<file path="src/hdl/gfx_pkg.sv">
// Tile, ROM and palette formats
`default_nettype none

package gfx_pkg;

    localparam int TILE_SIZE = 8;

    // Tile map geometry
    localparam int MAP_COLS  = 4;
    localparam int MAP_ROWS  = 3;
    localparam int MAP_DEPTH = MAP_COLS * MAP_ROWS;
    localparam int MAP_AW    = $clog2(MAP_DEPTH);
    localparam int CODE_W    = 8;

    // Graphics ROM word is one tile row, pixel 0 in the low nibble
    localparam int PXL_W  = 4;
    localparam int ROM_AW = CODE_W + 3;
    localparam int ROM_DW = TILE_SIZE * PXL_W;

    // Outstanding ROM reads
    localparam int ROM_CREDITS = 2;
    localparam int CREDIT_W    = $clog2(ROM_CREDITS + 1);

    localparam int PAL_AW  = 5;
    localparam int COLOR_W = 4;

    typedef enum logic [1:0] {
        IDLE,
        MAP_READ,
        ISSUE,
        DRAIN
    } fetch_state_e;

endpackage

`default_nettype wire

</file>
<file path="src/hdl/video_pkg.sv">
// Raster timing constants
`default_nettype none

package video_pkg;

    // Horizontal timing in pixel periods
    localparam int H_TOTAL   = 64;
    localparam int H_VISIBLE = 32;
    localparam int HS_START  = 40;
    localparam int HS_END    = 47;

    // Vertical timing in lines
    localparam int V_TOTAL   = 32;
    localparam int V_VISIBLE = 24;
    localparam int VS_START  = 26;
    localparam int VS_END    = 27;

    // Counter widths
    localparam int H_W = $clog2(H_TOTAL);
    localparam int V_W = $clog2(V_TOTAL);

endpackage

`default_nettype wire

</file>
<file path="src/hdl/color_mixer.sv">
// Palette lookup and colour output
`timescale 1ns/100ps
`default_nettype none

module color_mixer (
    input  logic                        clk,
    input  logic                        rst_n,
    input  logic                        pxl_cen,
    input  logic [gfx_pkg::PXL_W-1:0]   pxl,
    input  logic                        pre_lhbl,
    input  logic                        pre_lvbl,
    input  logic [gfx_pkg::PAL_AW-1:0]  prog_addr,
    input  logic [7:0]                  prog_data,
    input  logic                        prom_en,
    output logic                        lhbl,
    output logic                        lvbl,
    output logic [gfx_pkg::COLOR_W-1:0] red,
    output logic [gfx_pkg::COLOR_W-1:0] green,
    output logic [gfx_pkg::COLOR_W-1:0] blue
);
    import gfx_pkg::*;

    logic [7:0] pal_mem [0:2**PAL_AW-1];
    logic [7:0] rg_byte;
    logic [7:0] b_byte;

    // Two bytes per entry, red and green first
    assign rg_byte = pal_mem[{pxl, 1'b0}];
    assign b_byte  = pal_mem[{pxl, 1'b1}];

    always_ff @(posedge clk) begin
        if (prom_en) begin
            pal_mem[prog_addr] <= prog_data;
        end
    end

    always_ff @(posedge clk) begin
        if (!rst_n) begin
            lhbl  <= 1'b0;
            lvbl  <= 1'b0;
            red   <= '0;
            green <= '0;
            blue  <= '0;
        end else if (pxl_cen) begin
            lhbl <= pre_lhbl;
            lvbl <= pre_lvbl;
            if (pre_lhbl && pre_lvbl) begin
                red   <= rg_byte[3:0];
                green <= rg_byte[7:4];
                blue  <= b_byte[3:0];
            end else begin
                red   <= '0;
                green <= '0;
                blue  <= '0;
            end
        end
    end

endmodule

`default_nettype wire

</file>
<file path="src/hdl/tile_fetch_fsm.sv">
// Tile fetch state machine
`timescale 1ns/100ps
`default_nettype none

module tile_fetch_fsm (
    input  logic                       clk,
    input  logic                       rst_n,
    input  logic                       hinit,
    input  logic [video_pkg::V_W-1:0]  vrender,
    input  logic                       flip,
    output logic [gfx_pkg::MAP_AW-1:0] rd_addr,
    input  logic [gfx_pkg::CODE_W-1:0] rd_code,
    output logic                       rom_req,
    output logic [gfx_pkg::ROM_AW-1:0] rom_addr,
    input  logic                       rom_ok,
    output logic                       lb_we,
    output logic [1:0]                 lb_col,
    output logic                       fetch_busy
);
    import video_pkg::*;
    import gfx_pkg::*;

    fetch_state_e        state;
    logic [CREDIT_W-1:0] credits;
    logic [V_W-1:0]      line_sel;
    logic [1:0]          tile_row;
    logic [2:0]          pix_row;
    logic [1:0]          issue_col;
    logic [1:0]          resp_col;
    logic                issue;

    // Vertical mirror of the line about to be drawn
    assign line_sel = flip ? V_W'(V_VISIBLE - 1) - vrender : vrender;

    assign issue      = state == ISSUE && credits != '0;
    assign rom_req    = issue;
    assign rom_addr   = {rd_code, pix_row};
    assign rd_addr    = {tile_row, issue_col};
    assign fetch_busy = state != IDLE;
    assign lb_we      = rom_ok && fetch_busy;
    assign lb_col     = resp_col;

    always_ff @(posedge clk) begin
        if (!rst_n) begin
            state     <= IDLE;
            credits   <= CREDIT_W'(ROM_CREDITS);
            issue_col <= '0;
            resp_col  <= '0;
        end else begin
            case (state)
                IDLE: begin
                    // Blank lines fall below the map and are skipped
                    if (hinit && line_sel[V_W-1:3] < MAP_ROWS) begin
                        tile_row  <= line_sel[V_W-1:3];
                        pix_row   <= line_sel[2:0];
                        issue_col <= '0;
                        resp_col  <= '0;
                        state     <= MAP_READ;
                    end
                end
                MAP_READ: begin
                    state <= ISSUE;
                end
                ISSUE: begin
                    // Without a credit, wait here for the next rom_ok
                    if (issue) begin
                        issue_col <= issue_col + 1'b1;
                        state     <= (issue_col == 2'(MAP_COLS - 1)) ? DRAIN : MAP_READ;
                    end
                end
                DRAIN: begin
                    if (rom_ok && resp_col == 2'(MAP_COLS - 1)) begin
                        state <= IDLE;
                    end
                end
                default: state <= IDLE;
            endcase

            // Answers come back in order, so a counter gives the column
            if (lb_we) begin
                resp_col <= resp_col + 1'b1;
            end

            case ({issue, rom_ok})
                2'b10:   credits <= credits - 1'b1;
                2'b01:   credits <= credits + 1'b1;
                default: credits <= credits;
            endcase
        end
    end

endmodule

`default_nettype wire

</file>
<file path="src/hdl/tile_line_buffer.sv">
// Ping-pong tile line buffer
`timescale 1ns/100ps
`default_nettype none

module tile_line_buffer (
    input  logic                       clk,
    input  logic                       pxl_cen,
    input  logic [video_pkg::V_W-1:0]  vrender,
    input  logic [video_pkg::V_W-1:0]  vdump,
    input  logic [video_pkg::H_W-1:0]  hdump,
    input  logic                       flip,
    input  logic                       lb_we,
    input  logic [1:0]                 lb_col,
    input  logic [gfx_pkg::ROM_DW-1:0] rom_data,
    output logic [gfx_pkg::PXL_W-1:0]  pxl
);
    import video_pkg::*;
    import gfx_pkg::*;

    // Lower half holds even lines, upper half odd lines
    logic [PXL_W-1:0] line_mem [0:2*H_VISIBLE-1];
    logic [4:0]       rd_col;
    logic [5:0]       rd_idx;

    assign rd_col = flip ? ~hdump[4:0] : hdump[4:0];
    assign rd_idx = {vdump[0], rd_col};
    assign pxl    = line_mem[rd_idx];

    always_ff @(posedge clk) begin
        // One ROM word fills a whole tile row
        if (lb_we) begin
            for (int i = 0; i < TILE_SIZE; i++) begin
                line_mem[{vrender[0], lb_col, 3'(i)}] <= rom_data[i*PXL_W +: PXL_W];
            end
        end
        // Erase each pixel once the mixer has taken it
        if (pxl_cen && hdump < H_W'(H_VISIBLE)) begin
            line_mem[rd_idx] <= '0;
        end
    end

endmodule

`default_nettype wire

</file>
<file path="src/hdl/tile_map_ram.sv">
// Tile map memory
`timescale 1ns/100ps
`default_nettype none

module tile_map_ram (
    input  logic                        clk,
    input  logic [gfx_pkg::MAP_AW-1:0]  cpu_addr,
    input  logic [gfx_pkg::CODE_W-1:0]  cpu_dout,
    input  logic                        cpu_rnw,
    input  logic                        vram_cs,
    output logic [gfx_pkg::CODE_W-1:0]  vram_dout,
    input  logic [gfx_pkg::MAP_AW-1:0]  rd_addr,
    output logic [gfx_pkg::CODE_W-1:0]  rd_code
);
    import gfx_pkg::*;

    logic [CODE_W-1:0] map_mem [0:MAP_DEPTH-1];

    // CPU side
    always_ff @(posedge clk) begin
        if (vram_cs && !cpu_rnw) begin
            map_mem[cpu_addr] <= cpu_dout;
        end
        if (vram_cs && cpu_rnw) begin
            vram_dout <= map_mem[cpu_addr];
        end
    end

    // Fetcher side
    always_ff @(posedge clk) begin
        rd_code <= map_mem[rd_addr];
    end

endmodule

`default_nettype wire

</file>
<file path="src/hdl/video_timer.sv">
// Raster timer
`timescale 1ns/100ps
`default_nettype none

module video_timer (
    input  logic                      clk,
    input  logic                      rst_n,
    input  logic                      pxl_cen,
    output logic [video_pkg::H_W-1:0] hdump,
    output logic [video_pkg::V_W-1:0] vdump,
    output logic [video_pkg::V_W-1:0] vrender,
    output logic                      hinit,
    output logic                      pre_lhbl,
    output logic                      pre_lvbl,
    output logic                      hs,
    output logic                      vs
);
    import video_pkg::*;

    logic [H_W-1:0] h_next;
    logic [V_W-1:0] v_next;
    logic           line_end;

    assign line_end = hdump == H_W'(H_TOTAL - 1);
    assign h_next   = line_end ? '0 : hdump + 1'b1;
    assign v_next   = !line_end ? vdump :
                      (vdump == V_W'(V_TOTAL - 1)) ? '0 : vdump + 1'b1;

    always_ff @(posedge clk) begin
        if (!rst_n) begin
            hdump    <= '0;
            vdump    <= '0;
            vrender  <= V_W'(1);
            hinit    <= 1'b0;
            pre_lhbl <= 1'b0;
            pre_lvbl <= 1'b0;
            hs       <= 1'b0;
            vs       <= 1'b0;
        end else begin
            // Single clock wide even when pxl_cen stays high
            hinit <= pxl_cen && h_next == H_W'(H_VISIBLE);
            if (pxl_cen) begin
                hdump   <= h_next;
                vdump   <= v_next;
                vrender <= (v_next == V_W'(V_TOTAL - 1)) ? '0 : v_next + 1'b1;
                if (h_next == '0) begin
                    pre_lhbl <= 1'b1;
                end else if (h_next == H_W'(H_VISIBLE)) begin
                    pre_lhbl <= 1'b0;
                end
                // Vertical blank only opens at a frame start
                if (line_end) begin
                    if (v_next == '0) begin
                        pre_lvbl <= 1'b1;
                    end else if (v_next == V_W'(V_VISIBLE)) begin
                        pre_lvbl <= 1'b0;
                    end
                end
                hs <= h_next >= H_W'(HS_START) && h_next <= H_W'(HS_END);
                vs <= v_next >= V_W'(VS_START) && v_next <= V_W'(VS_END);
            end
        end
    end

endmodule

`default_nettype wire

</file>
<file path="src/hdl/video_top.sv">
// Tile video top level
`timescale 1ns/100ps
`default_nettype none

module video_top (
    input  logic                        clk,
    input  logic                        rst_n,
    input  logic                        pxl_cen,
    input  logic                        flip,
    input  logic [gfx_pkg::MAP_AW-1:0]  cpu_addr,
    input  logic [gfx_pkg::CODE_W-1:0]  cpu_dout,
    input  logic                        cpu_rnw,
    input  logic                        vram_cs,
    output logic [gfx_pkg::CODE_W-1:0]  vram_dout,
    input  logic [gfx_pkg::PAL_AW-1:0]  prog_addr,
    input  logic [7:0]                  prog_data,
    input  logic                        prom_en,
    output logic                        rom_req,
    output logic [gfx_pkg::ROM_AW-1:0]  rom_addr,
    input  logic [gfx_pkg::ROM_DW-1:0]  rom_data,
    input  logic                        rom_ok,
    output logic                        hs,
    output logic                        vs,
    output logic                        lhbl,
    output logic                        lvbl,
    output logic [gfx_pkg::COLOR_W-1:0] red,
    output logic [gfx_pkg::COLOR_W-1:0] green,
    output logic [gfx_pkg::COLOR_W-1:0] blue
);
    import video_pkg::*;
    import gfx_pkg::*;

    logic [H_W-1:0]    hdump;
    logic [V_W-1:0]    vdump;
    logic [V_W-1:0]    vrender;
    logic              hinit;
    logic              pre_lhbl;
    logic              pre_lvbl;
    logic [MAP_AW-1:0] rd_addr;
    logic [CODE_W-1:0] rd_code;
    logic              lb_we;
    logic [1:0]        lb_col;
    logic [PXL_W-1:0]  pxl;

    video_timer u_timer (
        .clk      ( clk      ),
        .rst_n    ( rst_n    ),
        .pxl_cen  ( pxl_cen  ),
        .hdump    ( hdump    ),
        .vdump    ( vdump    ),
        .vrender  ( vrender  ),
        .hinit    ( hinit    ),
        .pre_lhbl ( pre_lhbl ),
        .pre_lvbl ( pre_lvbl ),
        .hs       ( hs       ),
        .vs       ( vs       )
    );

    tile_map_ram u_map (
        .clk       ( clk       ),
        .cpu_addr  ( cpu_addr  ),
        .cpu_dout  ( cpu_dout  ),
        .cpu_rnw   ( cpu_rnw   ),
        .vram_cs   ( vram_cs   ),
        .vram_dout ( vram_dout ),
        .rd_addr   ( rd_addr   ),
        .rd_code   ( rd_code   )
    );

    tile_fetch_fsm u_fetch (
        .clk        ( clk      ),
        .rst_n      ( rst_n    ),
        .hinit      ( hinit    ),
        .vrender    ( vrender  ),
        .flip       ( flip     ),
        .rd_addr    ( rd_addr  ),
        .rd_code    ( rd_code  ),
        .rom_req    ( rom_req  ),
        .rom_addr   ( rom_addr ),
        .rom_ok     ( rom_ok   ),
        .lb_we      ( lb_we    ),
        .lb_col     ( lb_col   ),
        .fetch_busy (          )
    );

    tile_line_buffer u_linebuf (
        .clk      ( clk      ),
        .pxl_cen  ( pxl_cen  ),
        .vrender  ( vrender  ),
        .vdump    ( vdump    ),
        .hdump    ( hdump    ),
        .flip     ( flip     ),
        .lb_we    ( lb_we    ),
        .lb_col   ( lb_col   ),
        .rom_data ( rom_data ),
        .pxl      ( pxl      )
    );

    color_mixer u_mixer (
        .clk       ( clk       ),
        .rst_n     ( rst_n     ),
        .pxl_cen   ( pxl_cen   ),
        .pxl       ( pxl       ),
        .pre_lhbl  ( pre_lhbl  ),
        .pre_lvbl  ( pre_lvbl  ),
        .prog_addr ( prog_addr ),
        .prog_data ( prog_data ),
        .prom_en   ( prom_en   ),
        .lhbl      ( lhbl      ),
        .lvbl      ( lvbl      ),
        .red       ( red       ),
        .green     ( green     ),
        .blue      ( blue      )
    );

endmodule

`default_nettype wire

</file>
<file path="config.mk">
export PLATFORM = sky130hd
export DESIGN_NAME = video_top
export DESIGN_NICKNAME = d
export VERILOG_FILES = /design/src/hdl/gfx_pkg.sv /design/src/hdl/video_pkg.sv /design/src/hdl/color_mixer.sv /design/src/hdl/tile_fetch_fsm.sv /design/src/hdl/tile_line_buffer.sv /design/src/hdl/tile_map_ram.sv /design/src/hdl/video_timer.sv /design/src/hdl/video_top.sv
export SDC_FILE = /design/constraint.sdc
export NUM_CORES = 1
export LEC_CHECK = 0
export BUFFER_PORTS_ARGS = -buffer_cell sky130_fd_sc_hd__buf_2
export CORE_MARGIN = 3
export CORE_UTILIZATION = 45
export CTS_CLUSTER_DIAMETER = 120
export DETAILED_ROUTE_END_ITERATION = 16
export PLACE_DENSITY_LB_ADDON = 0.2
export REMOVE_ABC_BUFFERS = 1
export SKIP_LAST_GASP = 1
export SYNTH_ARGS = -nofsm -noshare
export SYNTH_HDL_FRONTEND = slang
export SYNTH_SLANG_ARGS = --single-unit
</file>
<file path="constraint.sdc">
create_clock -name clk -period 4.4 [get_ports clk]
set_input_delay 0.88 -clock clk [delete_from_list [all_inputs] [get_ports clk]]
set_output_delay 0.88 -clock clk [all_outputs]
set_load 0.03 [all_outputs]
</file>
Word-level counts from Yosys, hierarchy flattened
Memories as Yosys holds them, arrays and structs flattened. A register that Yosys moved wholly into a read port is not among the register bits.
Index checks and enable logic that the tools add are counted.
Widths: inputs -> output; s select.
{ "totals": {"register_bits": 48, "ram_bits": 608, "input_bits": 65, "word_cells": 113, "memories": 3} }
{ "op_classes": {"addsub": 8, "order_cmp": 6, "n_eq_ne": 15, "muxes": 32, "bitwise": 1, "n_reduce_logical": 29} }
{ "memory_table": {"columns": ["memory", "depth", "width", "rd", "rd_ports_with_merged_regs", "write_ports", "line", "rtl"], "rows": [
  ["u_linebuf.line_mem", 64, 4, 1, 0, 9, "tile_line_buffer.sv:21", "logic [PXL_W-1:0] line_mem [0:2*H_VISIBLE-1];"],
  ["u_mixer.pal_mem", 32, 8, 2, 0, 1, "color_mixer.sv:23", "logic [7:0] pal_mem [0:2**PAL_AW-1];"],
  ["u_map.map_mem", 12, 8, 2, 2, 1, "tile_map_ram.sv:17", "logic [CODE_W-1:0] map_mem [0:MAP_DEPTH-1];"]
]} }
{ "op_table": {"columns": ["operator", "n"], "rows": [
  ["$mux 5", 5],
  ["$mux 2", 8],
  ["$reduce_bool 2->1", 8],
  ["$eq 5x5->1 const B", 3],
  ["$eq 6x6->1 const B", 2],
  ["$mux 1", 12],
  ["$mux 4", 3],
  ["$reduce_and 3->1", 4],
  ["$logic_and 1x1->1", 11],
  ["$add 5x1->5 const B", 2],
  ["$eq 2x2->1 const B", 5],
  ["$pmux 2 s2", 2],
  ["$pmux 2 s4", 1],
  ["$add 2x1->2 const B", 3],
  ["$add 6x1->6 const B", 1],
  ["$ge 6x6->1 const B", 1],
  ["$le 6x6->1 const B", 1],
  ["$logic_not 6->1", 1],
  ["$lt 6x6->1 const B", 1],
  ["$mux 6", 1],
  ["$ne 2x1->1 const B", 3],
  ["$ge 5x5->1 const B", 1],
  ["$le 5x5->1 const B", 1],
  ["$logic_not 5->1", 1],
  ["other kinds (8)", 10]
]} }

Depth between registers and ports, before layout
{ "depth": {"word_depth": 7, "mapped_depth": 17} }

Modules after synthesis
Synthesis repeated with hierarchy kept, for this count alone.
{ "hier_totals": {"hier_cells": 2366, "area_unflattened_um2": 25953.6} }
{ "modules_own_cells": {"columns": ["module", "instances", "cells_each", "area_per_inst_um2", "seq_area_each_um2"], "rows": [
  ["tile_line_buffer", 1, 1471, 10911.7, 5124.9],
  ["color_mixer", 1, 407, 8080.2, 6045.8],
  ["tile_map_ram", 1, 267, 4984.8, 3283.1],
  ["video_timer", 1, 152, 1310.0, 420.4],
  ["tile_fetch_fsm", 1, 69, 666.9, 310.3]
]} }

Least setup slack after synthesis
OpenSTA, ideal clock, no wires.
{ "synth_path": {"path_kind": "input port to flip-flop", "from": "input flip", "to": "register u_mixer.blue[0] in the netlist's numbering", "setup_ps": 125, "t_arrival_ps": 3402, "slack_ps": 874, "path_stages": 16, "path_buffers": 7, "cell_sequence": "buf_4 buf_6 buf_6 buf_6 or2_1 buf_2 o22ai_1 o2111ai_1 o31ai_1 o32ai_2 nand2_2 buf_6 buf_6 mux2_2 o22ai_1 o211ai_2"} }
{ "synth_via": {"elab_chain_len": 4} }
{ "synth_lines": {"columns": ["element", "line", "rtl"], "rows": [
  ["start, declared", "video_top.sv:9", "input logic flip,"],
  ["$mux 5", "tile_line_buffer.sv:25", "assign rd_col = flip ? ~hdump[4:0] : hdump[4:0];"],
  ["$mem_v2 64x4", null, null],
  ["$mem_v2 32x8", null, null],
  ["$mux 4", "color_mixer.sv:47", "if (pre_lhbl && pre_lvbl) begin"],
  ["end signal, assigned", "color_mixer.sv:50", "blue <= b_byte[3:0];"],
  ["end, declared", "color_mixer.sv:19", "output logic [gfx_pkg::COLOR_W-1:0] blue"]
]} }
Every way passes these cells.
A chain may end at the register's enable or synchronous reset.

Final worst setup path
{ "layout_path": {"from": "register u_timer.hdump[0] in the netlist's numbering", "to": "register u_mixer.blue[2] in the netlist's numbering"} }
{ "layout_via": {"elab_chain_len": 5} }
{ "layout_lines": {"columns": ["element", "line", "rtl"], "rows": [
  ["start, declared", "video_timer.sv:9", "output logic [video_pkg::H_W-1:0] hdump,"],
  ["start signal, assigned", "video_timer.sv:43", "hdump <= h_next;"],
  ["$not 5->5", "tile_line_buffer.sv:25", null],
  ["$mux 5 (*)", "tile_line_buffer.sv:25", null],
  ["$mem_v2 64x4 (*)", null, null],
  ["$mem_v2 32x8 (*)", null, null],
  ["$mux 4 (*)", "color_mixer.sv:47", null]
]} }
Mark *: on every way between the ends. The rest lies on a longest branch, timed or not.

==> flow_summary.toml <==
[status]
status = "complete, no violations"

[yosys]
synth_area_per_cell_sq_um = 10.0
synth_ff_type = "dfxtp_1"
ys_types = 96
async_reset_ff_share_pct = 0
synth_top_area_share_pct = 31.7
yosysTopAreaCell = "edfxtp_1"
ys_warn_count = 0
syn_inst = 2836
synth_area_sq_um = 28500
synthTopCellsByArea = "edfxtp_1 (32%), dfxtp_1 (22%), nand2_1 (7.9%)"
yosysSeqAreaShare_pct = 53.3
ys_seq_elements = 608
synth_edf_count = 301

[floorplanning]
die_width_um = 258
die_area_sq_um = 66400
dieHeight_um = 258
fp.coreArea_sq_um = 62200
num_rows = 91
initial_core_util_pct = 45.8
ios = 101

[setup_path]
critPathMaxFanout = 48
slowest_stage = "dfxtp_2"
critPathKind = "flop to flop"
reg2regPathDepth = 11
max_stage_delay_ns = 0.81
required_ns = 4.93
critPathArrivalTime_ns = 4.75
endpoint = "u_mixer.blue[2]"
cp-startpoint = "u_timer.hdump[0]"
reg2reg_from = "u_timer.hdump[0]"
critPathLaunchType = "flop"
ff2ff_setup_slack_ns = 0.18
timing.rr.end = "u_mixer.blue[2]"
worstPathCellList = "buf_4 -> clkinv_1 -> a21oi_1 -> o21ai_0 -> a21oi_1 -> o32a_1 -> buf_12 -> o21ai_0 -> a311oi_1 -> nand4_1 -> o211ai_2"
worstSetupEndpointType = "flop"

[min_path]
hold_class = "flop to flop"

[cells_and_area]
nFillCells = 5614
fin_util_pct = 52.1
fin_cells = 3823
layout.nets = 3007
areaGrowthSynthToFinish_pct = 13.7
drive_gt1_share_pct = 17.3

[drt]
via_count = 23900
wl_per_cell_um = 28.8
drc = 0
avgViaCountPerCell = 6.25
dr.pass1.iters = 8
antenna_left = 0
first_iter_violations = 3131
wl_um = 110000

[clock_tree]
cts_buffer_depth = 3
insertion_delay_ns = 0.61
ctsHoldBuffers = 0
post-cts-setup-buffers = 0
ctsResizeCount = 0
cts_tree = "done"
clkSlewWorstSetupHoldPaths_ns = 0.06
cts_sinks = 608
cts_made_buffers = 70
htreeDepth = 3
cts_root_buf = "clkbuf_16"

[sta]
drv_slew = 0
fin_hold_ws_ns = 0.457
fmax_mhz = 237
period_needed_ns = 4.22
setup_viol = 0
worst_pin_slew_ns = 1.16
finalHoldViolCount = 0
finalClockSkew_ns = 0.0288
rsz0062_at_grt = "false"
period_share_pct = 96.0
slew_headroom_pct = 22.8

[placement]
finalWeightedCongestion = 1.04
hpwl_um = 76400
dp_cells = 3696
portBuffers = 100

[grt]
grt_pass1_wl_um = 157000
grt.overflow.total = 0
antenna_found_initial = 3
first_global_vias = 22600
grt_max_degree = 49
grt_use_total_pct = 32.4

[power_and_ir_drop]
ir_worst_vdd_v = 0.000377
p_leak_nw = 11.2
p_per_area_nw_per_um2 = 406

[job]
cap_violations = 0
[where the power goes]
part           internal (mW)  leakage [nW]  total (mW)  switching (mW)
Sequential              6.06          5.21        6.17           0.109
Clock                   3.32          1.08        5.69            2.37
Combinational          0.456          4.93        1.30           0.841
[synthesized netlist by cell type (all sizes together), types with 13 or more instances]
cell type and count:
nor2b 23, buf 84, nand3 70, o211ai 20, dfxtp 307, a31oi 16
nand2b 26, mux4 56, o22ai 88, mux2i 72, a22oi 13, mux2 45
nand4 55, o21ai 93, edfxtp 301, clkbuf 147, a21oi 301, nor3 30
and2 22, inv 26, nor2 184, nand2 600, o22a 14, a211oi 14
[worst min-delay path by stage]
stage                           endpoint  depth (start not counted)                 startpoint  slack (ns)
2_1_floorplan        u_fetch.tile_row[0]                          0         u_timer.vrender[3]        0.43
3_3_place_gp   u_linebuf.line_mem[28][0]                          2  u_linebuf.line_mem[28][0]        0.44
3_5_place_dp         u_fetch.tile_row[0]                          0         u_timer.vrender[3]        0.44
4_1_cts        u_linebuf.line_mem[28][0]                          2  u_linebuf.line_mem[28][0]        0.46
5_1_grt        u_linebuf.line_mem[28][0]                          2  u_linebuf.line_mem[28][0]        0.47
6_report       u_linebuf.line_mem[14][0]                          2  u_linebuf.line_mem[14][0]        0.46
[cells by family (layout without fill, tap and decap cells)]
logic type | count (synthesis) | after routing | synth area share, %
and+or+nand+nor | 1089 | 1089 | 17.2
buffers and inverters | 259 | 408 | 4.63
adders and majority gates | 11 | 11 | 0.483
DFF | 608 | 608 | 53.3
other | 0 | 1 | 0
muxes | 173 | 173 | 8.74
AOI/OAI and AO/OA | 682 | 682 | 15.2
xor gates and xnor gates | 14 | 14 | 0.457
[final cells by class]
type / count / area, sq um / area share, %
clock inverter: 31 / 249 / 0.769
timing repair buffer: 254 / 1780 / 5.51
clock buffer: 95 / 1970 / 6.09
antenna: 1 / 2.50 / 0.00773
tap: 837 / 1050 / 3.23
sequential: 608 / 15200 / 46.9
multi-input combinational: 1969 / 12000 / 37.1
inverter: 28 / 105 / 0.325
[placed cells by master (no fill, tap or decap), types with 12 or more instances in the layout]
master | synthesis | routed
nor2_1 | 181 | 175
nor2b_1 | 23 | 23
inv_1 | 26 | 26
nand2_1 | 597 | 597
clkbuf_1 | 116 | 17
o22ai_1 | 88 | 88
edfxtp_1 | 301 | 301
a21oi_1 | 301 | 301
clkbuf_16 | 0 | 74
nand2b_1 | 26 | 26
mux2i_1 | 72 | 72
mux2_2 | 41 | 41
o21ai_0 | 90 | 90
nand3_1 | 70 | 70
buf_2 | 26 | 99
a31oi_1 | 16 | 16
and2_1 | 21 | 21
buf_4 | 17 | 145
nor3_1 | 30 | 28
dfxtp_1 | 307 | 303
a221o_1 | 12 | 12
nand4_1 | 54 | 54
mux4_2 | 56 | 56
a211oi_1 | 14 | 14
o22a_1 | 14 | 14
clkinv_2 | 0 | 13
[flip-flops by register name, summed over array words and instances, names as in the netlist, 3 cells and up]
name,flops
u_fetch.pix_row,3
u_mixer.blue,4
u_mixer.green,4
u_linebuf.line_mem,256
u_map.rd_code,8
u_timer.vdump,5
u_mixer.red,4
u_timer.hdump,6
u_map.map_mem,96
u_timer.vrender,5
u_mixer.pal_mem,192
u_map.vram_dout,8
[metal layers]
layer | vias up | share of wire (%) | track usage (%) | wire [um]
met5 | - | 0.012 | 0 | 13
met2 | 1335 | 44 | 49.3 | 48500
met1 | 11700 | 40 | 43.9 | 43900
met4 | 2 | 6.0 | 16.7 | 6650
met3 | 313 | 9.9 | 6.68 | 10900
li1 | 10500 | - | - | -
[worst max-delay path: cells and delay by family (launching register included)]
| family | cells | cell delay [ns] |
|---|---|---|
| AOI/OAI and AO/OA | 7 | 2.03 |
| buffers and inverters | 3 | 1.08 |
| DFF | 1 | 0.81 |
| and+or+nand+nor | 1 | 0.17 |
[metrics by stage]
step	setup TNS [ns]	instance area [sq um]	power [mW]	worst slack, ns
after CTS	0	32400	13.2	0.142
after global placement	0	30200	7.53	0.0198
after floorplan	-34.89	27300	6.85	-2.93
after global routing	0	32400	13.5	0.136
final	0	32400	13.2	0.177
after detailed placement	-0.0669	30200	7.54	-0.0187
Power figures use the tool's default switching activity.
